[config.mk]
export PLATFORM = sky130hd
export DESIGN_NAME = flashToNametable
export DESIGN_NICKNAME = d
export VERILOG_FILES = /design/src/scrollPkg.sv /design/src/flashToNametable.sv
export SDC_FILE = /design/constraint.sdc
export NUM_CORES = 1
export LEC_CHECK = 0
export BUFFER_PORTS_ARGS = -buffer_cell sky130_fd_sc_hd__buf_4
export CAP_MARGIN = 20
export CORE_MARGIN = 10
export CORE_UTILIZATION = 30
export DETAILED_ROUTE_END_ITERATION = 8
export PLACE_DENSITY_LB_ADDON = 0.3
export SYNTH_ARGS = -nofsm -noshare
export SYNTH_HDL_FRONTEND = slang
export SYNTH_SLANG_ARGS = --single-unit
export TNS_END_PERCENT = 50
[constraint.sdc]
create_clock -name clk -period 5.4 [get_ports clk]
set_clock_uncertainty 0.05 [all_clocks]
set_input_delay 0.54 -clock clk [delete_from_list [all_inputs] [get_ports clk]]
set_output_delay 0.54 -clock clk [all_outputs]
set_load 0.02 [all_outputs]
[src/scrollPkg.sv]
package scrollPkg;

    localparam int PtrWidth       = 9;
    localparam int FlashAddrWidth = 24;
    localparam int NameRowBytes   = 32;
    localparam int AttrRowBytes   = 8;
    localparam int MapStride      = 1024;  // flash bytes per background image
    localparam int AttrOffset     = 960;   // attribute block follows 30 tile rows
    localparam int AttrRamBase    = 240;
    localparam int PtrStart       = 10;

    typedef logic [PtrWidth-1:0]       ptr_t;
    typedef logic [FlashAddrWidth-1:0] flashAddr_t;

    typedef struct packed {
        logic       nameValid;
        logic       attrValid;
        flashAddr_t nameFlashAddr;
        flashAddr_t attrFlashAddr;
        ptr_t       nameRamAddr;
        ptr_t       attrRamAddr;
    } fetchReq_t;

    typedef struct packed {
        logic [3:0]  en;    // one-hot byte lane
        ptr_t        addr;
        logic [31:0] data;
    } ramWrite_t;

    typedef enum logic [1:0] {
        fetchIdle,
        fetchReadName,
        fetchReadAttr
    } fetchState_e;

    typedef enum logic [2:0] {
        spiIdle,
        spiSendCmd,
        spiSendAddr,
        spiReadData,
        spiFinish
    } spiState_e;

    typedef enum logic [7:0] {
        opRead = 8'h03
    } flashOpcode_e;

endpackage
[src/flashToNametable.sv]
`timescale 1ns/100ps

module flashToNametable (
    input  logic                 clk,
    input  logic                 rstN,
    input  scrollPkg::fetchReq_t fetchReq,
    output logic                 readStart,
    output logic [23:0]          readAddr,
    output logic [5:0]           readLen,
    input  logic                 rxValid,
    input  logic [7:0]           rxByte,
    input  logic                 readDone,
    output scrollPkg::ramWrite_t nameWrite,
    output scrollPkg::ramWrite_t attrWrite,
    output logic                 fetchBusy
);

    scrollPkg::fetchState_e state;
    scrollPkg::fetchReq_t   reqQ;
    logic [4:0]             byteCnt;   // byte index inside the current read
    logic                   newReq;
    scrollPkg::ptr_t        rowBase;
    scrollPkg::ramWrite_t   wr;

    assign newReq    = fetchReq.nameValid || fetchReq.attrValid;
    assign fetchBusy = (state != scrollPkg::fetchIdle);

    always_ff @(posedge clk) begin
        if (newReq && state == scrollPkg::fetchIdle)
            reqQ <= fetchReq;
    end

    // name row first, attribute row second, each only if asked for
    always_ff @(posedge clk) begin
        if (!rstN) begin
            state     <= scrollPkg::fetchIdle;
            readStart <= 1'b0;
        end else begin
            readStart <= 1'b0;
            case (state)
                scrollPkg::fetchIdle: begin
                    if (newReq) begin
                        state     <= fetchReq.nameValid ? scrollPkg::fetchReadName
                                                        : scrollPkg::fetchReadAttr;
                        readStart <= 1'b1;
                    end
                end
                scrollPkg::fetchReadName: begin
                    if (readDone) begin
                        if (reqQ.attrValid) begin
                            state     <= scrollPkg::fetchReadAttr;
                            readStart <= 1'b1;
                        end else begin
                            state <= scrollPkg::fetchIdle;
                        end
                    end
                end
                scrollPkg::fetchReadAttr: begin
                    if (readDone)
                        state <= scrollPkg::fetchIdle;
                end
                default: state <= scrollPkg::fetchIdle;
            endcase
        end
    end

    always_ff @(posedge clk) begin
        if (!rstN || readStart)
            byteCnt <= '0;
        else if (rxValid)
            byteCnt <= byteCnt + 5'd1;
    end

    assign readAddr = (state == scrollPkg::fetchReadAttr) ? reqQ.attrFlashAddr
                                                          : reqQ.nameFlashAddr;
    assign readLen  = (state == scrollPkg::fetchReadAttr) ? 6'(scrollPkg::AttrRowBytes)
                                                          : 6'(scrollPkg::NameRowBytes);
    assign rowBase  = (state == scrollPkg::fetchReadAttr) ? reqQ.attrRamAddr
                                                          : reqQ.nameRamAddr;

    // lane from the low two bits of the byte count
    assign wr.en   = rxValid ? (4'b0001 << byteCnt[1:0]) : 4'b0000;
    assign wr.addr = rowBase + scrollPkg::ptr_t'(byteCnt[4:2]);
    assign wr.data = {4{rxByte}};

    always_comb begin
        nameWrite = wr;
        attrWrite = wr;
        if (state != scrollPkg::fetchReadName)
            nameWrite.en = 4'b0000;
        if (state != scrollPkg::fetchReadAttr)
            attrWrite.en = 4'b0000;
    end

    // a fetch ends well inside the frame between two controller steps
    assert property (@(posedge clk) disable iff (!rstN) fetchBusy |-> !newReq);

    // every received byte lands in exactly one write port
    assert property (@(posedge clk) disable iff (!rstN)
                     rxValid |-> $onehot({nameWrite.en, attrWrite.en}));

endmodule

**Word level (Yosys, flattened, before mapping)**

Index checks and enable logic that the tools add are counted.

- Flip-flop bits (word level): 75
- Input bits: 80
- Output and inout port bits: 122
- Logic and storage cells: 41

- Add/subtract/negate cells: 2
- Equal/unequal tests: 7
- Shifts and indexed selects: 1
- Mux-type cells: 16
- Reductions and logical operators: 7

Operator list:

| operator | count |
|---|---|
| $mux 24 | 1 |
| $mux 4 | 3 |
| $mux 2 | 5 |
| $add 9x3->9 | 1 |
| $mux 9 | 1 |
| $ne 2x2->1 const B | 4 |
| $mux 6 | 1 |
| $pmux 2 s3 | 1 |
| $add 5x1->5 const B | 1 |
| $shl 1x2->4 const A | 1 |
| $mux 1 | 3 |
| $reduce_and 3->1 | 1 |
| $eq 2x1->1 const B | 1 |
| $eq 2x2->1 const B | 1 |
| $logic_not 2->1 | 1 |
| $logic_or 1x1->1 | 2 |
| $ne 2x1->1 const B | 1 |
| $pmux 1 s2 | 1 |
| $reduce_bool 2->1 | 1 |
| $logic_and 1x1->1 | 1 |
| $logic_not 1->1 | 1 |

**Logic depth before layout (Yosys ltp)**

- Word-level depth: 3
- Gate-level depth with buffers: 14

**Least setup slack after synthesis**

Ideal clock, no wire load.

- Kind: register to register
- Start point: register state[1]
- End point: register reqQ[0] (netlist name) (enable)
- Setup time: 494 ps
- Data arrival time: 3,555 ps
- Required time: 4,856 ps
- Slack: 1,301 ps
- Cell stages (with the launch flop): 3
- Period minus slack after synthesis: 4,099 ps
- Path through: dfxtp_1 or2_2 nor2_1

- Longest elaborated chain between the ends: 2

RTL lines:

| element | line | source |
|---|---|---|
| start: declaration | flashToNametable.sv:18 | `scrollPkg::fetchState_e state;` |
| start signal: assignment | flashToNametable.sv:36 | `state <= scrollPkg::fetchIdle;` |
| start signal: assignment | flashToNametable.sv:43 | `state <= fetchReq.nameValid ? scrollPkg::fetchReadName` |
| start signal: assignment | flashToNametable.sv:51 | `state <= scrollPkg::fetchReadAttr;` |
| $logic_not 2->1 | flashToNametable.sv:29 | `if (newReq && state == scrollPkg::fetchIdle)` |
| $logic_and 1x1->1 | flashToNametable.sv:29 |  |
| end signal: assignment | flashToNametable.sv:30 | `reqQ <= fetchReq;` |
| end: declaration | flashToNametable.sv:19 | `scrollPkg::fetchReq_t reqQ;` |

Every way passes these cells.
A chain may end at the register's enable or synchronous reset.

==> tab_implementation.tex <==
\begin{tabular}{lr}
\hline
Metric & Value \\
\hline
\multicolumn{2}{l}{\textbf{Run status}} \\
\quad Outcome & complete, no violations \\
\multicolumn{2}{l}{\textbf{Worst setup path}} \\
\quad Required time reported for the critical path endpoint & 4.81 ns \\
\quad Cell type group with the largest total delay on the critical path & simple AND/OR/NAND/NOR gates \\
\quad Kind of end point of the critical path & output pin \\
\quad CP Buf/Inv Count & 2 \\
\quad Cell with the most instances on the worst path & sky130\_fd\_sc\_hd\_\_nand2\_1 \\
\quad Path type of the worst setup path & reg -> out \\
\quad Crit-path cells & nand2b\_4 -> inv\_2 -> nand2\_1 -> nand2\_1 -> ha\_1 -> and3\_1 -> a211oi\_1 -> nor4\_1 -> xnor2\_1 -> buf\_4 \\
\quad Setup slack of the worst register-to-register path & 3.28 ns \\
\quad Kind of start point of the critical path & flop \\
\quad Top fanout value on the critical path & 38 \\
\quad CP arrival & 3.64 ns \\
\quad Critical Path Max Stage Delay & roughly 0.52 ns \\
\quad Cell with the biggest individual delay on the critical path & sky130\_fd\_sc\_hd\_\_nand2b\_4 \\
\multicolumn{2}{l}{\textbf{Drt}} \\
\quad Total iterations of the first detailed-routing run & 4 \\
\quad Post-Route WL & 8944 um \\
\quad Wirelength per Cell & 16.23 um \\
\quad Number of vias in the routed layout & 2213 \\
\quad Routed Antenna Nets & 0 \\
\quad Initial drt markers & 98 \\
\quad Drt via density & 4.016 \\
\quad DRC violation count after routing & 0 \\
\multicolumn{2}{l}{\textbf{STA}} \\
\quad Final period util & 78.34\% \\
\quad Final setup fails & 0 \\
\quad Transition time of the tightest slew-check pin & slightly above 0.6 ns \\
\quad Achievable Freq & 236.4 MHz \\
\quad Max Transition Viols Final & 0 \\
\quad Hold Fails Final Rpt & 0 \\
\quad Worst-case headroom to the max-slew limit & 58.50\% \\
\quad Setup repair after global routing missed its margin & no \\
\quad Clock period minus worst slack & $\sim$4.2 ns \\
\quad Final-layout setup total negative slack & 0 ns \\
\multicolumn{2}{l}{\textbf{Layout}} \\
\quad Ratio of cells with drive above 1 in the final layout & 39.43\% \\
\quad Antenna diode instance count & 0 \\
\quad Area added between synthesis and finish & 22.90\% \\
\quad Number of nets in the finished design & 467 \\
\quad Utilization after layout & a little under two fifths \\
\quad Final non-filler cell total & 551 \\
\multicolumn{2}{l}{\textbf{Yosys}} \\
\quad Share of Yosys cell area claimed by the top area cell type & 53.92\% \\
\quad Post-synthesis sequential element count & 75 \\
\quad Leading register cell type out of synthesis & sky130\_fd\_sc\_hd\_\_edfxtp\_1 \\
\quad Number of synthesized flops with an enable pin & 67 \\
\quad XOR/XNOR share of the synthesized area & under 10\% \\
\quad Dominant cells by area after synthesis & sky130\_fd\_sc\_hd\_\_edfxtp\_1 54\%, sky130\_fd\_sc\_hd\_\_buf\_4 15\%, sky130\_fd\_sc\_hd\_\_nand2\_1 8.2\% \\
\quad Sequential element share of the synthesized area & between 50\% and 60\% \\
\quad Simple-gate portion of the synthesized area & 13.68\% \\
\quad Syn Area/Cell & approximately 12 um\^{}2 \\
\quad Combinational family with the most area after synthesis & buffers and inverters \\
\quad Total standard cell area after synthesis & 3731 um\^{}2 \\
\quad Proportion of synthesized area in mux cells & 2.247\% \\
\quad Largest area contributor in the netlist & sky130\_fd\_sc\_hd\_\_edfxtp\_1 \\
\quad Synthesized-area fraction occupied by ao, oa, aoi and oai cells & 2.213\% \\
\quad Fraction of synthesis flops using an asynchronous set or reset pin & 0\% \\
\quad Number of distinct library cells after synthesis & 36 \\
\quad Area share of fa/ha/maj cells after synthesis & 3.219\% \\
\quad Mapped Cells & 322 \\
\quad Yosys warning count & 0 \\
\multicolumn{2}{l}{\textbf{Global routing}} \\
\quad Pin count of the biggest net entering global routing & 39 \\
\quad Total global routing track utilization & 10.16\% \\
\quad Number of global-route vias before repair & 2468 \\
\quad Antenna violations before repair & 0 \\
\quad Overflow after GRT & 0 \\
\quad First-pass GRT wire length & $\sim$14000 um \\
\multicolumn{2}{l}{\textbf{Power and ir drop}} \\
\quad Leakage & 2.018 nW \\
\quad P per Cell Area & 344.9 nW/um\^{}2 \\
\quad Worst VDD drop & 0.0001630 V \\
\multicolumn{2}{l}{\textbf{CTS}} \\
\quad Root buffer selected by CTS & sky130\_fd\_sc\_hd\_\_clkbuf\_16 \\
\quad Post-CTS Setup Repair Bufs & 0 \\
\quad Maximum buffer depth of the clock tree & 2 \\
\quad Clock tree from TritonCTS & yes \\
\quad Hold buffer count at cts & 0 \\
\quad Clock-pin slew on the worst setup and hold paths & 0.06 ns \\
\quad Clock buffers created by TritonCTS & 9 \\
\quad Number of sinks handled by clock tree synthesis & 75 \\
\quad CTS H-Tree Depth & 3 \\
\quad Post-cts resize count & 0 \\
\quad Clock latency at the later pin of the worst-skew pair & 0.33 ns \\
\multicolumn{2}{l}{\textbf{Run}} \\
\quad Maximum Capacitance Violations & 0 \\
\multicolumn{2}{l}{\textbf{Floorplanning}} \\
\quad Area of the placeable core & 12110 um\^{}2 \\
\quad Initial core utilization & between 30\% and 40\% \\
\quad Die Width & 131.5 um \\
\quad DIE AREA & around 17000 um\^{}2 \\
\quad Number of top-level pins & between 200 and 250 \\
\quad Rows & 40 \\
\quad Vertical extent of the die & 131.5 um \\
\multicolumn{2}{l}{\textbf{Placement}} \\
\quad Placed wire-length estimate & 6953 um \\
\quad Placed Cells & 535 \\
\quad Gpl congestion & between 0.7 and 0.8 \\
\quad Quantity of I/O buffers inserted on ports & 125 \\
\multicolumn{2}{l}{\textbf{Worst hold path}} \\
\quad Class of the tightest hold or removal check & in -> reg \\
\hline
\end{tabular}
synth_stat cells, drive strengths merged, types with 2 or more instances:
| library cell | instances |
|---|---|
| and2 | 5 |
| and3 | 4 |
| buf | 78 |
| clkbuf | 7 |
| dfxtp | 8 |
| edfxtp | 67 |
| ha | 8 |
| inv | 10 |
| mux2i | 8 |
| nand2 | 82 |
| nand2b | 3 |
| nand3 | 3 |
| nand4 | 2 |
| nor2 | 10 |
| nor3 | 2 |
| xnor2 | 8 |
| xor2 | 3 |
report_power, final:
| group | internal (mW) | switching, mW |
|---|---|---|
| clock network | 0.351 | 0.227 |
| registers | 0.697 | 0.0175 |
| logic | 0.123 | 0.166 |
final cells by class:
cell class / instances / area (um^2)
clock buffer: 9 / 225.2
clock inverter: 7 / 58.81
fill: 1230 / 7526
inverter: 10 / 37.54
multi-input combinational: 155 / 915.9
sequential: 75 / 2172
tap: 168 / 210.2
timing repair buffer: 127 / 965.9
cell usage in the layout, fill, tap and decap left out, drive strengths merged, types with 2 or more instances in the layout:
cell / n
and2: 5
and3: 4
buf: 127
clkbuf: 9
clkinv: 5
conb: 4
dfxtp: 8
edfxtp: 67
ha: 8
inv: 10
mux2i: 8
nand2: 82
nand2b: 3
nand3: 3
nand4: 2
nor2: 10
nor3: 2
xnor2: 8
xor2: 3
cell families (layout without fill, tap and decap cells):
| family | after synthesis | after routing |
|---|---|---|
| and+or+nand+nor | 116 | 116 |
| buffers and inverters | 95 | 153 |
| DFF | 75 | 75 |
| xor gates and xnor gates | 11 | 11 |
| adders and majority gates | 9 | 9 |
| muxes | 8 | 8 |
| AOI/OAI and AO/OA | 7 | 7 |
| other | 1 | 4 |
flip-flops by register name, summed over array words and instances, names as in the netlist:
signal / flops
readStart: 1
state: 2
byteCnt: 5
reqQ: 67
final timing paths:
| path | depth (start not counted) | end | start |
|---|---|---|---|
| min reg2reg | 2 | byteCnt[4]$_SDFFE_PP0P_ | byteCnt[4]$_SDFFE_PP0P_ |
| min | 1 | reqQ[45]$_DFFE_PP_ | fetchReq[45] |
| max reg2reg | 4 | reqQ[42]$_DFFE_PP_ | state[1]$_SDFFE_PN0P_ |
| max | 10 | attrWrite[39] | state[0]$_SDFFE_PN0P_ |
through the flow:
stage	instance area [um^2]	hold WS, ns	power (mW)	setup WS (ns)
floorplan	3742	0.4632	0.9622	1.301
global placement	4282	0.5010	1.018	1.618
detailed placement	4302	0.5133	1.025	1.445
CTS	4586	0.3166	1.605	1.077
global route	4586	0.3110	1.655	0.8721
finish	4586	0.3275	1.581	1.170
routing by layer:
metal / up-vias / GRT usage [%] / routed length [um]
met3: 21 / 5.793 / 1040
met4: 0 / 4.326 / 173
met5: - / 0 / 0
li1: 1097 / - / -
met1: 977 / 10.61 / 3495
met2: 118 / 16.41 / 4234
(Power assumes the default switching activity.)
