### src/scrollPkg.sv
package scrollPkg;

    localparam int PtrWidth       = 9;
    localparam int FlashAddrWidth = 24;
    localparam int NameRowBytes   = 32;
    localparam int AttrRowBytes   = 8;
    localparam int MapStride      = 1024;  // flash bytes per background image
    localparam int AttrOffset     = 960;   // attribute block follows 30 tile rows
    localparam int AttrRamBase    = 240;
    localparam int PtrStart       = 10;

    typedef logic [PtrWidth-1:0]       ptr_t;
    typedef logic [FlashAddrWidth-1:0] flashAddr_t;

    typedef struct packed {
        logic       nameValid;
        logic       attrValid;
        flashAddr_t nameFlashAddr;
        flashAddr_t attrFlashAddr;
        ptr_t       nameRamAddr;
        ptr_t       attrRamAddr;
    } fetchReq_t;

    typedef struct packed {
        logic [3:0]  en;    // one-hot byte lane
        ptr_t        addr;
        logic [31:0] data;
    } ramWrite_t;

    typedef enum logic [1:0] {
        fetchIdle,
        fetchReadName,
        fetchReadAttr
    } fetchState_e;

    typedef enum logic [2:0] {
        spiIdle,
        spiSendCmd,
        spiSendAddr,
        spiReadData,
        spiFinish
    } spiState_e;

    typedef enum logic [7:0] {
        opRead = 8'h03
    } flashOpcode_e;

endpackage
### src/scrollCtrl.sv
`timescale 1ns/100ps

module scrollCtrl (
    input  logic                 clk,
    input  logic                 rstN,
    input  logic                 scrollEn,
    input  logic [7:0]           scrollCntMax,
    input  logic [23:0]          flashAddrStart,
    input  logic [7:0]           mapBackgroundMax,
    input  logic                 vgaIntr,
    output logic [7:0]           mapBackgroundCnt,
    output logic [7:0]           mapScrollPtr,
    output logic [8:0]           scrollPtrOut,
    output logic                 scrollingFlag,
    output scrollPkg::fetchReq_t fetchReq
);

    logic                  vgaIntrQ0;
    logic                  vgaIntrQ1;
    logic                  vgaEdge;
    logic [7:0]            divCnt;
    logic                  step;
    logic                  stepQ;
    scrollPkg::ptr_t       scrollPtr;
    scrollPkg::ptr_t       prevPtr;
    scrollPkg::flashAddr_t imageBase;

    assign scrollingFlag = scrollEn && (mapBackgroundCnt <= mapBackgroundMax);

    // vgaIntr is already in the clk domain, two flops only for the edge
    always_ff @(posedge clk) begin
        if (!rstN || !scrollEn) begin
            vgaIntrQ0 <= 1'b0;
            vgaIntrQ1 <= 1'b0;
        end else begin
            vgaIntrQ0 <= vgaIntr;
            vgaIntrQ1 <= vgaIntrQ0;
        end
    end

    assign vgaEdge = vgaIntrQ0 && !vgaIntrQ1;
    assign step    = vgaEdge && scrollingFlag && (divCnt == scrollCntMax);

    // frame divider, one step every scrollCntMax+1 frames
    always_ff @(posedge clk) begin
        if (!rstN || !scrollEn) begin
            divCnt <= '0;
        end else if (vgaEdge && scrollingFlag) begin
            if (divCnt >= scrollCntMax)
                divCnt <= '0;
            else
                divCnt <= divCnt + 8'd1;
        end
    end

    // pointer walks down 239..0 then 495..256 and back
    always_ff @(posedge clk) begin
        if (!rstN || !scrollEn) begin
            scrollPtr        <= scrollPkg::ptr_t'(scrollPkg::PtrStart);
            prevPtr          <= '0;
            mapBackgroundCnt <= '0;
            stepQ            <= 1'b0;
        end else begin
            stepQ <= step;
            if (step) begin
                prevPtr <= scrollPtr;
                if (scrollPtr == 9'd256) begin
                    scrollPtr        <= 9'd239;
                    mapBackgroundCnt <= mapBackgroundCnt + 8'd1;
                end else if (scrollPtr == 9'd0) begin
                    scrollPtr        <= 9'd495;
                    mapBackgroundCnt <= mapBackgroundCnt + 8'd1;
                end else begin
                    scrollPtr <= scrollPtr - 9'd1;
                end
            end
        end
    end

    assign imageBase = flashAddrStart
                     + scrollPkg::flashAddr_t'(mapBackgroundCnt)
                     * scrollPkg::flashAddr_t'(scrollPkg::MapStride);

    // new tile row every 8 lines, new attribute row every 32 or at a half's bottom
    assign fetchReq.nameValid = stepQ && (scrollPtr[2:0] == 3'b111);
    assign fetchReq.attrValid = stepQ && (scrollPtr[4:0] == 5'b11111
                                          || scrollPtr == 9'd495
                                          || scrollPtr == 9'd239);

    assign fetchReq.nameFlashAddr = imageBase
                                  + scrollPkg::flashAddr_t'({scrollPtr[7:3], 5'd0});
    assign fetchReq.attrFlashAddr = imageBase
                                  + scrollPkg::flashAddr_t'(scrollPkg::AttrOffset)
                                  + scrollPkg::flashAddr_t'({scrollPtr[7:5], 3'd0});

    assign fetchReq.nameRamAddr = {scrollPtr[8:3], 3'd0};
    assign fetchReq.attrRamAddr = {scrollPtr[8], 8'd0}
                                + scrollPkg::ptr_t'(scrollPkg::AttrRamBase)
                                + scrollPkg::ptr_t'({scrollPtr[7:5], 1'b0});

    assign mapScrollPtr = scrollPtr[7:0];
    assign scrollPtrOut = prevPtr;

    // lines 240..255 of each half hold attributes, never a scroll position
    assert property (@(posedge clk) disable iff (!rstN) step |=> scrollPtr[7:4] != 4'hF);

endmodule

### config.mk
export PLATFORM = sky130hd
export DESIGN_NAME = scrollCtrl
export DESIGN_NICKNAME = d
export VERILOG_FILES = /design/src/scrollPkg.sv /design/src/scrollCtrl.sv
export SDC_FILE = /design/constraint.sdc
export NUM_CORES = 1
export LEC_CHECK = 0
export BUFFER_PORTS_ARGS = -buffer_cell sky130_fd_sc_hd__clkbuf_2
export CELL_PAD_IN_SITES_DETAIL_PLACEMENT = 1
export CELL_PAD_IN_SITES_GLOBAL_PLACEMENT = 1
export CORE_UTILIZATION = 38
export CTS_CLUSTER_DIAMETER = 120
export CTS_CLUSTER_SIZE = 10
export DETAILED_ROUTE_END_ITERATION = 8
export PLACE_DENSITY_LB_ADDON = 0.1
export SLEW_MARGIN = 20
export SYNTH_ARGS = -nofsm -noshare
export SYNTH_HDL_FRONTEND = slang
export SYNTH_SLANG_ARGS = --single-unit
### constraint.sdc
create_clock -name clk -period 6.7 [get_ports clk]
set_input_delay 0.67 -clock clk [delete_from_list [all_inputs] [get_ports clk]]
set_output_delay 0.67 -clock clk [all_outputs]
set_load 0.02 [all_outputs]
; ---- After elaboration in Yosys (flattened, before gate mapping)
; Index checks and enable logic that the tools add are counted.
[totals]
word_cells = 44
register_bits = 37
output_inout_bits = 94
in_bits = 44
[classes]
n_mux = 5
n_eq_ne = 6
n_reduce_logical = 15
n_lt_le_gt_ge = 2
n_addsub = 9
[op_table]
columns = cell, n
row1 = adder 24 x 10 -> 24 bit, 1
row2 = adder 24 x 10 -> 24 bit (second input constant), 1
row3 = adder 24 x 18 -> 24 bit, 1
row4 = adder 24 x 6 -> 24 bit, 1
row5 = two-way mux 8 bit, 3
row6 = equality test 9 bit (second input constant), 2
row7 = two-way mux 9 bit, 2
row8 = adder 8 x 1 -> 8 bit (second input constant), 2
row9 = adder 9 x 4 -> 9 bit, 1
row10 = adder 9 x 8 -> 9 bit (second input constant), 1
row11 = equality test 9 x 8 -> 1 bit (second input constant), 1
row12 = logical NOT 9 bit, 1
row13 = subtractor 9 x 1 -> 9 bit (second input constant), 1
row14 = equality test 8 bit, 1
row15 = >= comparator 8 bit, 1
row16 = less-or-equal comparator 8 bit, 1
row17 = logical AND 1 bit, 6
row18 = equality test 5 bit (second input constant), 1
row19 = equality test 3 bit (second input constant), 1
row20 = logical NOT 1 bit, 3
row21 = logical OR 1 bit, 3
row22 = AND reduction 2 bit, 1
row23 = nonzero test 2 bit, 1

; ---- Longest topological paths before layout
; Gate-level depths: netlist (run 1).
[logic_depth]
ltp_word = 5
ltp_mapped = 11
ltp_nobuf = 10

; ---- Least setup slack after synthesis (run 1)
; No wires, ideal clock.
[synth_timing]
path_kind = input-to-output
from = in flashAddrStart[10]
to = out fetchReq[41] in the netlist's numbering
required_time_ns = 6.030
stages = 9
slack_ns = 3.062
path_buffers = 0
arrival_ns = 2.968
cell_sequence = ha_1 fa_1 a211oi_1 o21ai_2 xor2_2 nand3_4 nor4b_4 nand3_1 xor2_1
[synth_rtl]
columns = item, line
row1 = "start, declared", scrollCtrl.sv:8  ; input logic [23:0] flashAddrStart,
row2 = "end, declared", scrollCtrl.sv:15  ; output scrollPkg::fetchReq_t fetchReq

==> flow_summary.ini, run 1 <==
[clock_network]
cts_setup_buffers = 0
cts-hold-fix-buffers = 0
cts_max_level = 2
cts-root-buf = clkbuf_8
cts_max_path_buffers = 2
clock_latency_ns = 0.30
numCtsBuffers = 5
clk_pin_slew_worst_paths_ns = 0.08
cts_tree = built
cts_resized = 0
cts.sinks = 37

[route]
drt-wirelength-per-cell_um = 13.86
dr.pass1.iters = 4
num_vias = 3413
via_per_inst = 5.012
wl_um = 9437
drc_errors = 0
drtAntennaViolNets = 0
drt_iter0_markers = 107

[global_routing]
grtUsageTotal_pct = 19.30
grt_max_degree = 26
first_global_vias = 3240
antenna_found_initial = 0
grt_remaining_overflow = 0
grt_first_pass_wirelength_um = 15450

[logic_synthesis]
synth_top_area_share_pct = 20.46
avgSynthCellArea_sq_um = 8.011
synthAdderAreaFrac_pct = 14.10
synth_area_leaders = dfxtp_1 20%, ha_1 12%, xnor2_1 8.9%
netlist_top_cells_count = 51 x nand2_1, 37 x dfxtp_1, 37 x xnor2_1
synth_simple_gate_area_share_pct = 24.19
yosysWarnings = 0
synth_edf_count = 0
synth_top_family_by_area = simple AND/OR/NAND/NOR gates
synth_compound_area_share_pct = 15.07
yosysTopAreaCell = dfxtp_1
synth_seq_cells = 37
netlist_instances = 452
ys_seq_area_share_pct = 20.46
async_reset_ff_share_pct = 0
synth_cell_types = 59
synthMuxAreaShare_pct = 0.8293
yosysMostFrequentCell = nand2_1
synth_area_sq_mm = 0.003621
synth_xor_area_share_pct = 15.27
synthFlopType = dfxtp_1

[sta]
period_needed_ns = 3.949
finalHoldViolCount = 0
tightest_slew_ns = 0.9952
fin_skew_ns = 0.006870
fmax_mhz = 253.2
fin_tns_setup_ns = 0
slew_violations = 0
finalCritPeriodShare_pct = 58.94
rsz0062_at_grt = false
slew_headroom_pct = 33.45
setup_viol = 0

[job]
cap_violations = 0

[worst_hold_path]
hp-class = flop to flop

[cells_and_area]
synthToLayoutAreaGrowth_pct = 18.73
stdcell_count = 681
antenna_cells = 0
multiInputGateArea_sq_mm = 0.002545
nNetsFinal = 634
fillerInstances = 1194
layout-drive-gt1-share_pct = 26.81
regArea_sq_um = 740.7

[power]
power-per-cell-area_mw_per_mm2 = 127.3
peakVddDrop_uv = 82.37
p_leak_nw = 2.035

[floorplanning]
ios = 138
dieHeight_um = 99.62
design.core.area_sq_mm = 0.009240
die_area_sq_mm = 0.009923
num_rows = 35
initial_utilization_pct = 39.19
die_w_um = 99.62

[placement]
port_buffers = 120
dp_cells = 673
dp_hpwl_um = 7749
place.gp.congestion = 0.7701

[run_status]
status = finished clean

[setup_path]
slowest_delay_ns = 0.43
crit_path_start_kind = primary input
path_common_cell = clkbuf_2
cpMaxStageDelayCell = fa_1
crit_chain = clkbuf_2 -> ha_1 -> fa_1 -> a211oi_1 -> o21ai_2 -> xor2_2 -> nand3_4 -> nor4b_4 -> nand3_1 -> xor2_1 -> clkbuf_2
worstPathRequired_ns = 6.03
path_class = primary input to output port
end_kind = output port
cp_data_arrival_time_ns = 3.28
critical_path_peak_fanout = 6
path_delay_family = simple AND/OR/NAND/NOR gates
cp_num_buf_inv = 2
[final timing paths]
path,from,to,slack [ns],cells past startpoint
worst max register to register,mapBackgroundCnt[1]$_SDFFE_PP0P_,mapBackgroundCnt[3]$_SDFFE_PP0P_,3.21,8
worst max-delay path,flashAddrStart[10],fetchReq[41],2.75,11
worst min-delay path,scrollPtrOut[0]$_SDFFE_PP0P_,scrollPtrOut[0]$_SDFFE_PP0P_,0.45,2
worst min register to register,scrollPtrOut[0]$_SDFFE_PP0P_,scrollPtrOut[0]$_SDFFE_PP0P_,0.45,2
[kinds of logic after synthesis]
| family | count (synthesis) |
|---|---|
| buffers and inverters | 68 |
| xor gates and xnor gates | 58 |
| DFF | 37 |
| muxes | 3 |
| other | 2 |
| AOI/OAI and AO/OA | 83 |
| and+or+nand+nor | 162 |
| adders and majority gates | 39 |
[final cells by class]
| class | instances | area share (%) |
|---|---|---|
| clock inverter | 2 | 0.8731 |
| sequential | 37 | 17.23 |
| inverter | 33 | 2.881 |
| tap | 129 | 3.754 |
| multi-input combinational | 353 | 59.20 |
| timing repair buffer | 121 | 14.14 |
| clock buffer | 6 | 1.921 |
[through the flow]
step                hold slack, ns  utilization (%)  instance area (sq um)  total power, mW  setup WS [ns]
floorplan                   0.4517                -                   3643           0.3133          3.062
global placement            0.4403            45.23                   4179           0.3428          2.823
detailed placement          0.4445            45.23                   4179           0.3456          2.690
CTS                         0.4554            46.53                   4299           0.5514          2.688
global route                0.4778            46.53                   4299           0.5699          2.496
finish                      0.4542            46.53                   4299           0.5472          2.751
[worst register-to-register path, cell delays in order (launching register included)]
cell and delay [ns]:
dfxtp_1 0.52, ha_1 0.31, nor2b_1 0.14, o21a_1 0.17, o21a_1 0.18, o21bai_1 0.29
nand4_1 0.85, or4_1 0.80, a21oi_1 0.15
[flip-flops by register name (all words and copies together) (netlist names)]
name,count
vgaIntrQ0,1
vgaIntrQ1,1
mapBackgroundCnt,8
divCnt,8
stepQ,1
scrollPtr,9
scrollPtrOut,9
[layout by cell type (no fill, tap or decap), drive strengths merged, types with 4 or more instances in the layout]
cell,synthesis,routed
dfxtp,37,37
nand4,11,11
ha,36,36
o21ai,10,10
or4,6,6
conb,2,8
nor2b,5,5
a21o,10,10
a21oi,33,33
o21a,4,4
nor4,7,7
xnor2,38,38
or3,5,5
clkbuf,8,126
nand2b,5,5
and3,5,5
nand2,52,52
nor2,27,27
and2,4,4
inv,33,33
o31ai,6,6
a211oi,4,4
nor3,9,9
a31oi,5,5
nand3,16,16
xor2,20,20
[metal layers]
layer | track usage, % | share of wire [%] | vias up
met1 | 23.46 | 45 | 1606
met5 | 0 | 0 | -
li1 | - | - | 1733
met2 | 35.79 | 51 | 66
met4 | 4.864 | 0.96 | 0
met3 | 2.389 | 3.3 | 8
[report_power, final]
part	switching (mW)	internal (mW)	total (mW)
sequential	0.000213	0.220	0.220
combinational	0.0749	0.0438	0.119
clock	0.0871	0.121	0.208
No activity file was read; power rests on OpenSTA's default activity.
==> run 2: changes to the inputs <==
--- a/config.mk
+++ b/config.mk
@@ -8,7 +8,7 @@
 export BUFFER_PORTS_ARGS = -buffer_cell sky130_fd_sc_hd__clkbuf_2
 export CELL_PAD_IN_SITES_DETAIL_PLACEMENT = 1
 export CELL_PAD_IN_SITES_GLOBAL_PLACEMENT = 1
-export CORE_UTILIZATION = 38
+export CORE_UTILIZATION = 32
 export CTS_CLUSTER_DIAMETER = 120
 export CTS_CLUSTER_SIZE = 10
 export DETAILED_ROUTE_END_ITERATION = 8
==> constraint.sdc (replaced) <==
create_clock -name clk -period 3.36 [get_ports clk]
set_input_delay 0.336 -clock clk [delete_from_list [all_inputs] [get_ports clk]]
set_output_delay 0.336 -clock clk [all_outputs]
set_load 0.02 [all_outputs]
==> flow_summary.ini, run 2 (synthesis results as in run 1) <==
[route]
wl_um = 10240
drc_errors = 0
dr.pass1.iters = 4
drtAntennaViolNets = 0
drt-wirelength-per-cell_um = 14.43
via_per_inst = 4.941
num_vias = 3508
drt_iter0_markers = 117

[setup_path]
crit_path_start_kind = flop
worstPathRequired_ns = 3.02
path_class = flop to output port
cp_data_arrival_time_ns = 2.84
critical_path_peak_fanout = 6
end_kind = output port
ff2ff_path_depth = 9

[sta]
finalHoldViolCount = 0
whs_ns = 0.2954
fin_skew_ns = 0.007772
tightest_slew_ns = 0.6135
finalCritPeriodShare_pct = 94.57
fmax_mhz = 314.7
period_needed_ns = 3.178
slew_headroom_pct = 58.95
setup_viol = 0
slew_violations = 0

[power]
p_leak_nw = 2.155
peakVddDrop_uv = 178.6
power-per-cell-area_mw_per_mm2 = 255.9

[worst_hold_path]
hp-class = primary input to flop
whs_path_depth = 2

[cells_and_area]
layout_commonest_cell = clkbuf_2
fillerInstances = 1368
final_cell_mix = 119 x clkbuf_2, 51 x nand2_1, 37 x xnor2_1
layout-drive-gt1-share_pct = 31.58
stdcell_count = 710
antenna_cells = 0
fin_util_pct = 41.62
nNetsFinal = 652
synthToLayoutAreaGrowth_pct = 25.71

[placement]
dp_hpwl_um = 8453
place.gp.congestion = 0.7628
dp_cells = 700
port_buffers = 120

[clock_network]
cts-root-buf = clkbuf_16
clock_latency_ns = 0.28
cts_max_level = 2
cts_tree = built
clk_pin_slew_worst_paths_ns = 0.06
cts.sinks = 37
numCtsBuffers = 5
cts_max_path_buffers = 2

[global_routing]
grt_remaining_overflow = 0
grt_first_pass_wirelength_um = 16630
first_global_vias = 3501
grtUsageTotal_pct = 17.45
grt_max_degree = 26
antenna_found_initial = 0

[floorplanning]
dieHeight_um = 108.4
die_area_sq_mm = 0.01175
die_w_um = 108.4
ios = 138
design.core.area_sq_mm = 0.01094
initial_utilization_pct = 33.11
num_rows = 38

[run_status]
status = finished clean

[job]
cap_violations = 0
-- run 2: cell types whose count changed in the layout (fill, tap and decap cells not counted), sizes merged --
cell,delta
buf,+19
bufinv,-1
clkbuf,-1
clkinv,+2
clkinvlp,-1
-- run 2: stage by stage --
stage / setup TNS (ns) / setup WS, ns / power (mW) / cell area, sq um
final: 0 / 0.1824 / 1.165 / 4552
after CTS: 0 / 0.03270 / 1.176 / 4466
after global routing: -0.01190 / -0.007860 / 1.221 / 4552
after detailed placement: 0 / 0.1920 / 0.6940 / 4313
after floorplan: 0 / 0.2829 / 0.6247 / 3643
after global placement: 0 / 0.2376 / 0.6886 / 4313
-- run 2: final timing paths --
check | startpoint | endpoint | slack (ns)
min reg2reg | scrollPtrOut[4]$_SDFFE_PP0P_ | scrollPtrOut[4]$_SDFFE_PP0P_ | 0.45
min | vgaIntr | vgaIntrQ0$_SDFF_PP0_ | 0.30
max | mapBackgroundCnt[4]$_SDFFE_PP0P_ | fetchReq[64] | 0.18
max reg2reg | mapBackgroundCnt[1]$_SDFFE_PP0P_ | divCnt[6]$_SDFFE_PP0N_ | 0.63
-- run 2: metal layers --
layer  vias to the layer above  part of all wire (%)  track usage, %
met3                         9                   4.2           2.351
li1                       1764                     -               -
met2                        70                    52           32.48
met1                      1665                    44           21.62
met5                         -                     0               0
met4                         0                  0.62           2.510
-- run 2: layout make-up --
cell class                 count  area (sq um)  share of cell area (%)
multi-input combinational    353          2611                   57.37
timing repair buffer         139         745.7                   16.38
sequential                    37         743.2                   16.33
tap                          140         175.2                   3.848
clock buffer                   6         138.9                   3.051
inverter                      33         123.9                   2.721
clock inverter                 2         13.76                  0.3024
-- run 2: report_power, final --
group	switching (mW)	internal, mW
registers	0.000445	0.440
clock network	0.185	0.295
logic	0.153	0.0922
-- run 2: repair_timing --
| item | 4_1_cts | 5_1_grt |
|---|---|---|
| hold buffers | 0 | 0 |
| resized for setup | 0 | 19 |
| setup buffers | 0 | 2 |
| setup endpoints to repair | 0 | 12 |
-- run 2: critical path, stage by stage, from the launching register on --
cell      delay (ns)
dfxtp_1         0.34
ha_1            0.38
a21oi_1         0.26
o31ai_4         0.10
buf_4           0.17
a22o_2          0.28
mux2i_1         0.17
nor4b_4         0.40
nand3_1         0.15
xor2_1          0.15
clkbuf_2        0.18
