File: config.mk
export PLATFORM = sky130hd
export DESIGN_NAME = spiFlashReader
export DESIGN_NICKNAME = d
export VERILOG_FILES = /design/src/scrollPkg.sv /design/src/spiFlashReader.sv
export SDC_FILE = /design/constraint.sdc
export NUM_CORES = 1
export LEC_CHECK = 0
export ABC_AREA = 1
export BUFFER_PORTS_ARGS = -buffer_cell sky130_fd_sc_hd__buf_2
export CORE_MARGIN = 5
export CORE_UTILIZATION = 55
export DETAILED_ROUTE_END_ITERATION = 7
export GPL_ROUTABILITY_DRIVEN = 0
export PLACE_DENSITY = 0.89
export SLEW_MARGIN = 5
export SYNTH_ARGS = -nofsm -noshare
export SYNTH_HDL_FRONTEND = slang
export SYNTH_SLANG_ARGS = --single-unit
File: constraint.sdc
create_clock -name clk -period 2.75 [get_ports clk]
set_clock_uncertainty 0.2 [all_clocks]
set_input_delay 0.55 -clock clk [delete_from_list [all_inputs] [get_ports clk]]
set_output_delay 0.55 -clock clk [all_outputs]
set_load 0.05 [all_outputs]
File: src/scrollPkg.sv
package scrollPkg;

    localparam int PtrWidth       = 9;
    localparam int FlashAddrWidth = 24;
    localparam int NameRowBytes   = 32;
    localparam int AttrRowBytes   = 8;
    localparam int MapStride      = 1024;  // flash bytes per background image
    localparam int AttrOffset     = 960;   // attribute block follows 30 tile rows
    localparam int AttrRamBase    = 240;
    localparam int PtrStart       = 10;

    typedef logic [PtrWidth-1:0]       ptr_t;
    typedef logic [FlashAddrWidth-1:0] flashAddr_t;

    typedef struct packed {
        logic       nameValid;
        logic       attrValid;
        flashAddr_t nameFlashAddr;
        flashAddr_t attrFlashAddr;
        ptr_t       nameRamAddr;
        ptr_t       attrRamAddr;
    } fetchReq_t;

    typedef struct packed {
        logic [3:0]  en;    // one-hot byte lane
        ptr_t        addr;
        logic [31:0] data;
    } ramWrite_t;

    typedef enum logic [1:0] {
        fetchIdle,
        fetchReadName,
        fetchReadAttr
    } fetchState_e;

    typedef enum logic [2:0] {
        spiIdle,
        spiSendCmd,
        spiSendAddr,
        spiReadData,
        spiFinish
    } spiState_e;

    typedef enum logic [7:0] {
        opRead = 8'h03
    } flashOpcode_e;

endpackage
File: src/spiFlashReader.sv
`timescale 1ns/100ps

module spiFlashReader (
    input  logic        clk,
    input  logic        rstN,
    input  logic        readStart,
    input  logic [23:0] readAddr,
    input  logic [5:0]  readLen,
    output logic        rxValid,
    output logic [7:0]  rxByte,
    output logic        readDone,
    output logic        spiClk,
    output logic        spiCsN,
    output logic        spiMosi,
    input  logic        spiMiso
);

    scrollPkg::spiState_e state;
    logic [31:0]          txShift;   // opcode then address, MSB first
    logic [7:0]           rxShift;
    logic [4:0]           bitCnt;
    logic [5:0]           bytesLeft;
    logic                 byteDone;

    assign spiMosi  = txShift[31];
    assign byteDone = (state == scrollPkg::spiReadData) && spiClk && (bitCnt[2:0] == 3'd7);

    always_ff @(posedge clk) begin
        if (!rstN) begin
            state    <= scrollPkg::spiIdle;
            spiClk   <= 1'b0;
            spiCsN   <= 1'b1;
            rxValid  <= 1'b0;
            readDone <= 1'b0;
            bitCnt   <= '0;
            txShift  <= '0;
        end else begin
            rxValid  <= byteDone;
            readDone <= 1'b0;
            case (state)
                scrollPkg::spiIdle: begin
                    if (readStart) begin
                        state   <= scrollPkg::spiSendCmd;
                        spiCsN  <= 1'b0;
                        bitCnt  <= '0;
                        txShift <= {scrollPkg::opRead, readAddr};
                    end
                end
                scrollPkg::spiSendCmd, scrollPkg::spiSendAddr, scrollPkg::spiReadData: begin
                    spiClk <= !spiClk;
                    if (spiClk) begin  // falling edge, next bit out
                        txShift <= txShift << 1;
                        bitCnt  <= bitCnt + 5'd1;
                        if (state == scrollPkg::spiSendCmd && bitCnt == 5'd7) begin
                            state  <= scrollPkg::spiSendAddr;
                            bitCnt <= '0;
                        end else if (state == scrollPkg::spiSendAddr && bitCnt == 5'd23) begin
                            state  <= scrollPkg::spiReadData;
                            bitCnt <= '0;
                        end else if (byteDone && bytesLeft == 6'd1) begin
                            state  <= scrollPkg::spiFinish;
                            spiCsN <= 1'b1;
                        end
                    end
                end
                scrollPkg::spiFinish: begin
                    readDone <= 1'b1;
                    state    <= scrollPkg::spiIdle;
                end
                default: state <= scrollPkg::spiIdle;
            endcase
        end
    end

    always_ff @(posedge clk) begin
        if (state == scrollPkg::spiIdle && readStart)
            bytesLeft <= readLen;
        else if (byteDone)
            bytesLeft <= bytesLeft - 6'd1;
        if (state == scrollPkg::spiReadData && !spiClk)
            rxShift <= {rxShift[6:0], spiMiso};  // sampled on rising spiClk
        if (byteDone)
            rxByte <= rxShift;
    end

    assert property (@(posedge clk) disable iff (!rstN)
                     readStart |-> state == scrollPkg::spiIdle);

endmodule

# ---- After elaboration in Yosys (flattened, before gate mapping)
# Index checks and enable logic that the tools add are counted.
dict set report word_totals {
  elab_cells 64
  register_bits 66
  inputBits 34
}
dict set report op_classes {
  add_sub_neg 2
  eq_ne 14
  n_mux 23
  reduce_logical 15
}
# cell count
set op_table {}
lappend op_table {{two-way mux 32 bit} 2}
lappend op_table {{case mux 32 bit (2 select lines)} 1}
lappend op_table {{two-way mux 5 bit} 4}
lappend op_table {{two-way mux 3 bit} 5}
lappend op_table {{two-way mux 6 bit} 2}
lappend op_table {{inequality test 2 bit, second input constant} 5}
lappend op_table {{case mux 5 bit (2 select lines)} 1}
lappend op_table {{logical AND 1 bit} 7}
lappend op_table {{equality test 3 x 2 -> 1 bit, second input constant} 2}
lappend op_table {{equality test 3 bit, second input constant} 2}
lappend op_table {{equality test 6 x 1 -> 1 bit, second input constant} 1}
lappend op_table {{two-way mux 1 bit} 6}
lappend op_table {{case mux 3 bit (2 select lines)} 1}
lappend op_table {{AND reduction 3 bit} 2}
lappend op_table {{AND reduction 6 bit} 1}
lappend op_table {{subtractor 6 x 1 -> 6 bit, second input constant} 1}
lappend op_table {{adder 5 x 1 -> 5 bit, second input constant} 1}
lappend op_table {{equality test 5 x 3 -> 1 bit, second input constant} 1}
lappend op_table {{equality test 5 bit, second input constant} 1}
lappend op_table {{inequality test 4 bit, second input constant} 1}
lappend op_table {{nonzero test 2 bit} 2}
lappend op_table {{equality test 3 x 1 -> 1 bit, second input constant} 1}
lappend op_table {{logical NOT 3 bit} 1}
lappend op_table {{OR reduction 3 bit} 1}
lappend op_table {{2 further kinds} 2}

# ---- Longest topological paths before layout
# Gate-level depths: netlist (run 1).
dict set report depth {
  depth_word 9
  mapped_depth 9
  mapped_depth_nobuf 9
}

# ---- Least setup slack after synthesis (run 1)
# No wires, ideal clock.
dict set report synth_timing {
  kind {reg-to-reg}
  start {reg spiClk}
  end {reg bytesLeft[0], enable pin}
  path_buffers 0
  t_required_ns 2.232
  arrival_time_ns 1.520
  setup_slack_ns 0.712
  stages_incl_launch_ff 5
  synth_period_minus_slack_ns 2.038
  cell_sequence {dfxtp_1 nand2_1 nor2_1 inv_1 nand2_1}
}
dict set report synth_between {
  elab_chain_cells 3
}
# item line
set synth_rtl {}
lappend synth_rtl {{start: declaration} spiFlashReader.sv:12} ;# output logic spiClk,
lappend synth_rtl {{start signal: assignment} spiFlashReader.sv:50} ;# spiClk <= !spiClk;
lappend synth_rtl {{logical AND 1 bit (2 in series)} spiFlashReader.sv:26} ;# assign byteDone = (state == scrollPkg::spiReadData) && spiClk && (bitCnt[2:0] == 3'd7);
lappend synth_rtl {{via byteDone} spiFlashReader.sv:23} ;# logic byteDone;
lappend synth_rtl {{nonzero test 2 bit (no source line)} n/a}
lappend synth_rtl {{end signal: assignment} spiFlashReader.sv:77} ;# bytesLeft <= readLen;
lappend synth_rtl {{end signal: assignment} spiFlashReader.sv:79} ;# bytesLeft <= bytesLeft - 6'd1;
lappend synth_rtl {{end: declaration} spiFlashReader.sv:22} ;# logic [5:0] bytesLeft;
# The timed path passes the listed nets, and every way through them passes these cells.
# A chain may end at the register's enable or synchronous reset.

# ---- Worst setup path after layout (run 1)
dict set report layout_timing {
  start {reg state[2]}
  end {reg bitCnt[4]}
}
dict set report layout_between {
  elab_chain_cells 6
  word_cells_on_any_way 15
  classes_between {5 x eq/ne; 4 x mux; 6 x reduce/logical}
}
# item line
set layout_rtl {}
lappend layout_rtl {{start: declaration} spiFlashReader.sv:18} ;# scrollPkg::spiState_e state;
lappend layout_rtl {{start signal: assignment} spiFlashReader.sv:30} ;# state <= scrollPkg::spiIdle;
lappend layout_rtl {{start signal: assignment} spiFlashReader.sv:43} ;# state <= scrollPkg::spiSendCmd;
lappend layout_rtl {{start signal: assignment} spiFlashReader.sv:55} ;# state <= scrollPkg::spiSendAddr;
lappend layout_rtl {{equality test 3 x 2 -> 1 bit} {spiFlashReader.sv:40, spiFlashReader.sv:57}}
lappend layout_rtl {{logical AND 1 bit} spiFlashReader.sv:57} ;# end else if (state == scrollPkg::spiSendAddr && bitCnt == 5'd23) begin
lappend layout_rtl {{two-way mux 5 bit} spiFlashReader.sv:57}
lappend layout_rtl {{two-way mux 5 bit} spiFlashReader.sv:54} ;# if (state == scrollPkg::spiSendCmd && bitCnt == 5'd7) begin
lappend layout_rtl {{two-way mux 5 bit} spiFlashReader.sv:51} ;# if (spiClk) begin
lappend layout_rtl {{case mux 5 bit (2 select lines)} spiFlashReader.sv:40} ;# case (state)
lappend layout_rtl {{end signal: assignment} spiFlashReader.sv:53} ;# bitCnt <= bitCnt + 5'd1;
lappend layout_rtl {{end: declaration} spiFlashReader.sv:21} ;# logic [4:0] bitCnt;
# Parallel ways exist; a longest one is shown, timed or not. The select of a mux whose other input is x is not followed.

==> impl_metrics.yaml, run 1 <==
run_status:
  status: "finished clean"
clocking:
  post_cts_buffers: 0
  htree_levels: 3
  cts_buffers: 9
  clk_latency_ns: 0.35
  clkSinkCount: 66
  root_buffer: "clkbuf_8"
  cts_tree: "done"
  clk_path_buf_depth: 2
  cts_resized: 0
  clkTransAtPathRegs_ns: 0.08
  ctsHoldBuffers: 0
critical_path:
  critPathLaunchType: "flip-flop"
  critical_path_class: "flip-flop to flip-flop"
  critPathRequiredTime_ns: 2.78
  end_kind: "flip-flop"
  path_max_fanout: 34
  r2r_slack_ns: 0.73
  cp.arrival_ns: 2.06
power_and_ir_drop:
  p_per_area_nw_per_um2: 841
  p_sw_uw: 960
  p_int_uw: 1810
  ir_drop_uv: 532
  seqPwrFrac: 0.451
  pwr-share-clk: 0.293
  p_comb_frac: 0.256
  power_switching_share: 0.346
  power.leakage_uw: 0.00150
finish:
  diodes: 0
  final_nets: 449
  fillCellCount: 427
  drive_above_1_share: 0.171
  area_delta_synth_final_pct: 16.3
sta:
  rsz0062_at_grt: "false"
  tns_ns: 0
  period_share: 0.736
  tightest_slew_ns: 0.600
  max_freq_ghz: 0.494
  setup_violations: 0
  hold_slack_ns: 0.180
  relSlewSlack: 0.598
  hold_viol: 0
  slew_viol_final: 0
  period_needed_ns: 2.02
route:
  finalWirelength_mm: 5.45
  firstDrtPassIters: 4
  vias_per_cell: 4.83
  vias: 2348
  initialDrtViolationCount: 202
  drc: 0
  wl_per_cell_um: 11.2
  detail-route-antenna-nets: 0
floorplanning:
  start_util: 0.559
  die_w_um: 81.8
  die_h_um: 81.8
  dieArea_um2: 6700
  rows: 26
  ios: 47
  core_um2: 5070
logic_synthesis:
  ys_ff_latch: 66
  syn_inst: 365
  yosysTopAreaCellShare: 0.310
  synth-edff-count: 22
  yosys-top-cells-count: "nand2_1 (117), nor2_1 (72), dfxtp_1 (44)"
  synth_area_um2: 2840
  yosys.area.top_type: "dfxtp_1"
  ys_types: 23
  synth_area_leaders: "dfxtp_1 (31%), edfxtp_1 (23%), nand2_1 (15%)"
  yosysSeqAreaShare: 0.543
  yosys_warnings: 0
  yosysMostFrequentCell: "nand2_1"
  syn_nets: 403
  async_flop_share: 0
  synth-main-ff-cell: "dfxtp_1"
  avgSynthCellArea_um2: 7.77
global_routing:
  grt_usage: 0.185
  antenna_found_initial: 0
  grt_pass1_vias: 2306
  use_met1: 0.227
  grt_pass1_wl_mm: 9.54
  use_met2: 0.300
  grt_busiest_layer: "met2"
  use_met3: 0.0658
  grt_overflow: 0
  grt_max_degree: 35
run:
  cap_violations: 0
place:
  dp_hpwl_mm: 3.72
  port_buffers: 46
hold_path:
  hold_path_class: "input port to flip-flop"
[through the flow]
stage	total power [uW]	util	instance area [um2]	instances	setup slack, ns
floorplan	1850	-	2840	365	0.712
global placement	1950	0.611	3100	470	0.774
detailed placement	1980	0.611	3100	470	0.689
CTS	2790	0.650	3300	486	0.726
global route	2970	0.650	3300	486	0.467
finish	2770	0.650	3300	486	0.726
[power groups by stage]
| stage | Sequential [uW] | Clock, uW | Combinational, uW |
|---|---|---|---|
| 2_1_floorplan | 1280 | 0 | 566 |
| 3_3_place_gp | 1260 | 0 | 682 |
| 3_5_place_dp | 1270 | 0 | 708 |
| 4_1_cts | 1250 | 830 | 713 |
| 5_1_grt | 1270 | 878 | 825 |
| 6_report | 1250 | 814 | 710 |
[cells by family (layout without fill, tap and decap cells)]
family | Yosys count | in the layout | synth area share
buffers and inverters | 38 | 89 | 0.0617
adders and majority gates | 4 | 4 | 0.0176
and+or+nand+nor | 207 | 207 | 0.285
xor gates and xnor gates | 3 | 3 | 0.00926
DFF | 66 | 66 | 0.543
AOI/OAI and AO/OA | 47 | 47 | 0.0833
[final timing paths]
path | start | to | depth (start not counted)
worst max-delay path | state[2]$_SDFFE_PN0P_ | bitCnt[4]$_SDFFE_PN0P_ | 7
worst min-delay path | spiMiso | rxShift[0]$_DFFE_PP_ | 1
worst max register to register | state[2]$_SDFFE_PN0P_ | bitCnt[4]$_SDFFE_PN0P_ | 7
worst min register to register | rxShift[7]$_DFFE_PP_ | rxByte[7]$_DFFE_PP_ | 0
[registers in the layout, summed over array words and instances (netlist names)]
name,count
bitCnt,5
bytesLeft,6
readDone,1
rxByte,8
rxShift,8
rxValid,1
spiClk,1
spiCsN,1
state,3
txShift,32
[layer usage]
layer,vias to the layer above,part of all wire,wire (um)
li1,1249,-,-
met1,1031,0.46,2520
met2,63,0.46,2500
met3,5,0.073,399
met4,0,0.0070,38
met5,-,0,0
[cell usage in the layout (no fill, tap or decap), types with 3 or more instances in the layout]
master | Yosys | final
nor2_1 | 72 | 72
o21ai_0 | 31 | 31
clkinv_4 | 0 | 3
inv_1 | 21 | 21
buf_4 | 4 | 4
buf_2 | 6 | 46
clkbuf_8 | 0 | 9
nand2_1 | 117 | 117
nand3_1 | 14 | 14
ha_1 | 4 | 4
a21oi_1 | 14 | 14
dfxtp_1 | 44 | 44
edfxtp_1 | 22 | 22
[critical path: stages (launching register included)]
cell     delay, ns
dfxtp_1       0.48
inv_1         0.14
nand3_1       0.12
nand2_1       0.11
nor2_4        0.30
inv_4         0.21
o21ai_0       0.28
nor2_1        0.07
[cell type report]
cell class,count,area (um2),share of cell area
Clock buffer,9,124,0.0375
Tap cell,70,87.6,0.0265
Inverter,23,88.8,0.0269
Clock inverter,7,77.6,0.0235
Multi-Input combinational cell,261,1120,0.340
Timing Repair Buffer,50,260,0.0788
Sequential cell,66,1540,0.467
Power figures use the tool's default switching activity.
==> run 2, diff against run 1 <==
--- a/config.mk
+++ b/config.mk
@@ -8,10 +8,10 @@
 export ABC_AREA = 1
 export BUFFER_PORTS_ARGS = -buffer_cell sky130_fd_sc_hd__buf_2
 export CORE_MARGIN = 5
-export CORE_UTILIZATION = 55
+export CORE_UTILIZATION = 50
 export DETAILED_ROUTE_END_ITERATION = 7
 export GPL_ROUTABILITY_DRIVEN = 0
-export PLACE_DENSITY = 0.89
+export PLACE_DENSITY = 0.86
 export SLEW_MARGIN = 5
 export SYNTH_ARGS = -nofsm -noshare
 export SYNTH_HDL_FRONTEND = slang
==> constraint.sdc (replaced) <==
create_clock -name clk -period 1.8 [get_ports clk]
set_clock_uncertainty 0.2 [all_clocks]
set_input_delay 0.36 -clock clk [delete_from_list [all_inputs] [get_ports clk]]
set_output_delay 0.36 -clock clk [all_outputs]
set_load 0.05 [all_outputs]
==> impl_metrics.yaml, run 2 (synthesis gave the netlist of run 1 again) <==
critical_path:
  path_max_fanout: 25
  worstPathBufferInverterCount: 3
  worstPathCellList: "nor2_1 > nor2_2 > buf_4 > inv_2 > buf_4 > nand2_1 > nand2_1 > nor2_1 > nor2_1"
  cp.arrival_ns: 1.79
  cp_common_cell: "nor2_1"
  end_kind: "flip-flop"
  r2r_slack_ns: 0.08
  critical_path_class: "flip-flop to flip-flop"
  cpPeakStageDelay_ns: 0.31
  crit_family: "simple AND/OR/NAND/NOR gates"
  critPathLaunchType: "flip-flop"
  critPathRequiredTime_ns: 1.88
  slowest_stage: "dfxtp_1"
global_routing:
  antenna_found_initial: 0
  grt_usage: 0.166
  grt_pass1_wl_mm: 9.88
  grt_max_degree: 26
  grt_overflow: 0
  grt_pass1_vias: 2336
sta:
  period_needed_ns: 1.72
  relSlewSlack: 0.729
  worst_slack_ns: 0.0846
  rsz0062_at_grt: "true"
  max_freq_ghz: 0.583
  slew_viol_final: 0
  hold_viol: 0
  tightest_slew_ns: 0.406
  period_share: 0.953
  setup_violations: 0
finish:
  drive_above_1_share: 0.206
  final_nets: 460
  final_cell_mix: "nand2_1 (115), nor2_1 (70), buf_2 (46)"
  top_register: "txShift"
  mostFrequentLayoutCell: "nand2_1"
  largest_reg_flops: 32
  area_delta_synth_final_pct: 22.0
  top_regs: "txShift (32), rxByte (8), rxShift (8)"
  final_util: 0.629
  diodes: 0
floorplanning:
  die_w_um: 85.3
  rows: 27
  ios: 47
  start_util: 0.515
  core_um2: 5510
  die_h_um: 85.3
  dieArea_um2: 7280
place:
  port_buffers: 46
  dp_hpwl_mm: 3.89
  place_ws_ns: 0.0444
clocking:
  post_cts_buffers: 0
  clkTransAtPathRegs_ns: 0.07
  cts_buffers: 9
  clk_path_buf_depth: 2
  cts_tree: "done"
  clkSinkCount: 66
  clk_latency_ns: 0.34
  root_buffer: "clkbuf_8"
  htree_levels: 3
route:
  initialDrtViolationCount: 128
  firstDrtPassIters: 4
  wl_per_cell_um: 11.3
  vias_per_cell: 4.90
  drc: 0
  detail-route-antenna-nets: 0
  vias: 2445
  finalWirelength_mm: 5.65
power_and_ir_drop:
  power.leakage_uw: 0.00158
  ir_drop_uv: 970
  p_per_area_nw_per_um2: 1300
run_status:
  status: "finished clean"
hold_path:
  hold_path_class: "input port to flip-flop"
run:
  cap_violations: 0
-- run 2: through the flow --
| step | hold slack [ns] | std cells | area [um2] | power [uW] | TNS, ns |
|---|---|---|---|---|---|
| after floorplan | 0.200 | 365 | 2840 | 2820 | 0 |
| after global placement | 0.203 | 482 | 3210 | 3110 | 0 |
| after detailed placement | 0.218 | 482 | 3210 | 3150 | 0 |
| after CTS | 0.0666 | 499 | 3440 | 4530 | 0 |
| after global routing | 0.0627 | 499 | 3460 | 4810 | -1.06 |
| final | 0.0788 | 499 | 3460 | 4510 | 0 |
-- run 2: layer usage --
metal / global-route usage / part of all wire / vias to the layer above
li1: - / - / 1266
met1: 0.214 / 0.46 / 1098
met4: 0.0748 / 0.018 / 0
met2: 0.266 / 0.46 / 69
met3: 0.0388 / 0.059 / 12
met5: 0 / 0 / -
-- run 2: worst reg2reg max path, stage by stage, from the launching register on --
cell and delay [ns]:
dfxtp_1 0.31, nor2_1 0.21, nor2_2 0.06, buf_4 0.22, inv_2 0.09, buf_4 0.25, nand2_1 0.10, nand2_1 0.07
nor2_1 0.04, nor2_1 0.10
-- run 2: path summary, 6_finish.rpt --
check	endpoint	cells after the start	start
max	txShift[17]$_SDFFE_PN0P_	9	state[0]$_SDFFE_PN0P_
max reg2reg	txShift[17]$_SDFFE_PN0P_	9	state[0]$_SDFFE_PN0P_
min	txShift[0]$_SDFFE_PN0P_	3	readAddr[0]
min reg2reg	rxByte[7]$_DFFE_PP_	0	rxShift[7]$_DFFE_PP_
-- run 2: final cells by class --
cell class              instances  area (um2)
fillers                       462        2040
flip-flops and latches         66        1540
multi-input cells             261        1150
repair buffers                 61         370
clock buffers                   9         124
clock inverters                 7         101
well taps                      72        90.1
inverters                      23        88.8
-- run 2: timing repair --
| action | 4_1_cts | 5_1_grt |
|---|---|---|
| resized for setup | 0 | 7 |
| hold buffers | 1 | 0 |
| endpoints found under the setup margin | 0 | 41 |
| endpoints found under the hold margin | 1 | 0 |
-- run 2: power breakdown --
group / internal (uW) / switching, uW
combinational: 446 / 780
sequential: 1790 / 124
clock: 788 / 583
==> run 3, diff against run 2 <==
--- a/config.mk
+++ b/config.mk
@@ -16,3 +16,4 @@
 export SYNTH_ARGS = -nofsm -noshare
 export SYNTH_HDL_FRONTEND = slang
 export SYNTH_SLANG_ARGS = --single-unit
+export TNS_END_PERCENT = 50
==> constraint.sdc (replaced) <==
create_clock -name clk -period 1.8 [get_ports clk]
set_clock_uncertainty 0.2 [all_clocks]
set_input_delay 0 -clock clk [delete_from_list [all_inputs] [get_ports clk]]
set_output_delay 0 -clock clk [all_outputs]
set_load 0.05 [all_outputs]
==> impl_metrics.yaml, run 3 (synthesis gave the netlist of run 1 again) <==
run_status:
  status: "finished clean"
sta:
  hold_viol: 0
  max_freq_ghz: 0.591
  tightest_slew_ns: 0.406
  slew_viol_final: 0
  period_needed_ns: 1.69
  relSlewSlack: 0.729
  setup_violations: 0
  period_share: 0.941
  worst_slack_ns: 0.107
critical_path:
  crit_family: "simple AND/OR/NAND/NOR gates"
  r2r_slack_ns: 0.11
  end_kind: "flip-flop"
  cpPeakStageDelay_ns: 0.32
  path_max_fanout: 18
  worstPathBufferInverterCount: 2
  critPathLaunchType: "flip-flop"
  worstPathCellList: "nor2_2 > nor2_2 > nand2_1 > nand2_1 > nor2_4 > inv_4 > buf_12 > nor2_1 > nor2_1"
  cp.arrival_ns: 1.73
  rr_endpoint: "txShift[13]$_SDFFE_PN0P_"
  slowest_stage: "dfxtp_1"
  critical_path_class: "flip-flop to flip-flop"
  critPathRequiredTime_ns: 1.83
  reg2reg_depth: 9
  timing.rr.start: "state[0]$_SDFFE_PN0P_"
clocking:
  clkTransAtPathRegs_ns: 0.08
  post_cts_buffers: 0
  clkSinkCount: 66
  clk_latency_ns: 0.34
  cts_tree: "done"
  root_buffer: "clkbuf_8"
  clk_path_buf_depth: 2
  htree_levels: 3
  cts_buffers: 9
finish:
  diodes: 0
  area_delta_synth_final_pct: 33.6
  final_cell_mix: "nand2_1 (115), nor2_1 (68), buf_2 (46)"
  drive_above_1_share: 0.197
  final_nets: 491
  top_register: "txShift"
  final_util: 0.688
  top_regs: "txShift (32), rxByte (8), rxShift (8)"
  mostFrequentLayoutCell: "nand2_1"
  largest_reg_flops: 32
run:
  cap_violations: 0
route:
  initialDrtViolationCount: 147
  detail-route-antenna-nets: 0
  wl_per_cell_um: 12.3
  vias: 2625
  vias_per_cell: 4.95
  drc: 0
  finalWirelength_mm: 6.51
  firstDrtPassIters: 4
hold_path:
  whs_endpoint: "txShift[0]$_SDFFE_PN0P_"
  hold_path.startpoint: "readStart"
  hold_depth: 6
  hold_path_class: "input port to flip-flop"
global_routing:
  antenna_found_initial: 0
  grt_pass1_wl_mm: 11.2
  grt_usage: 0.191
  grt_pass1_vias: 2575
  grt_max_degree: 26
  grt_overflow: 0
floorplanning:
  dieArea_um2: 7280
  ios: 47
  start_util: 0.515
  die_w_um: 85.3
  rows: 27
  core_um2: 5510
  die_h_um: 85.3
place:
  place_ws_ns: 0.0444
  dp_hpwl_mm: 3.89
  port_buffers: 46
power_and_ir_drop:
  p_per_area_nw_per_um2: 1220
  power.leakage_uw: 0.00171
  ir_drop_uv: 1000
run 3: cell type report:
| cell class | instances | area, um2 |
|---|---|---|
| Fill cell | 401 | 1720 |
| Sequential cell | 66 | 1540 |
| Multi-Input combinational cell | 261 | 1160 |
| Timing Repair Buffer | 92 | 688 |
| Clock buffer | 9 | 124 |
| Clock inverter | 7 | 101 |
| Tap cell | 72 | 90.1 |
| Inverter | 23 | 88.8 |
run 3: timing repair:
item / in CTS / in global routing
hold buffers: 32 / 0
gates resized for setup: 0 / 12
hold endpoints to repair: 39 / 0
setup endpoints to repair: 0 / 42
run 3: layer usage:
| metal | vias up | track usage | part of all wire |
|---|---|---|---|
| met5 | - | 0 | 0 |
| li1 | 1330 | - | - |
| met3 | 20 | 0.0447 | 0.071 |
| met4 | 0 | 0.0950 | 0.028 |
| met2 | 98 | 0.308 | 0.47 |
| met1 | 1177 | 0.240 | 0.43 |
run 3: where the power goes:
part	total [uW]	leakage (uW)	switching, uW	internal (uW)
clock	1380	0.000106	587	788
sequential	1920	0.000564	129	1790
combinational	1330	0.00104	823	503
total	4620	0.00171	1540	3080
run 3: tightest hold or removal path: stages:
cell     delay, ns
buf_2         0.09
inv_1         0.09
nor2_2        0.07
buf_4         0.13
nand2_1       0.05
a21oi_1       0.06
run 3: how the worst max path moves through the flow:
stage,slack [ns],cells after the start,start,endpoint
detailed placement,0.04,7,state[0]$_SDFFE_PN0P_,bytesLeft[2]$_DFFE_PP_
global route,-0.0006,9,state[0]$_SDFFE_PN0P_,txShift[17]$_SDFFE_PN0P_
CTS,0.01,7,state[0]$_SDFFE_PN0P_,bytesLeft[3]$_DFFE_PP_
global placement,0.14,8,bitCnt[1]$_SDFFE_PN0P_,bitCnt[3]$_SDFFE_PN0P_
finish,0.11,9,state[0]$_SDFFE_PN0P_,txShift[13]$_SDFFE_PN0P_
floorplan,0.004,6,bitCnt[0]$_SDFFE_PN0P_,bytesLeft[0]$_DFFE_PP_
run 3: stage by stage:
step	TNS, ns	instance area (um2)	power, uW	hold slack, ns	instances
6_report	0	3790	4620	0.00647	530
3_3_place_gp	0	3210	3110	-0.0177	482
2_1_floorplan	0	2840	2820	-0.101	365
5_1_grt	-0.000565	3790	4910	0.0125	530
3_5_place_dp	0	3210	3150	-0.0217	482
4_1_cts	0	3750	4580	0.00198	530
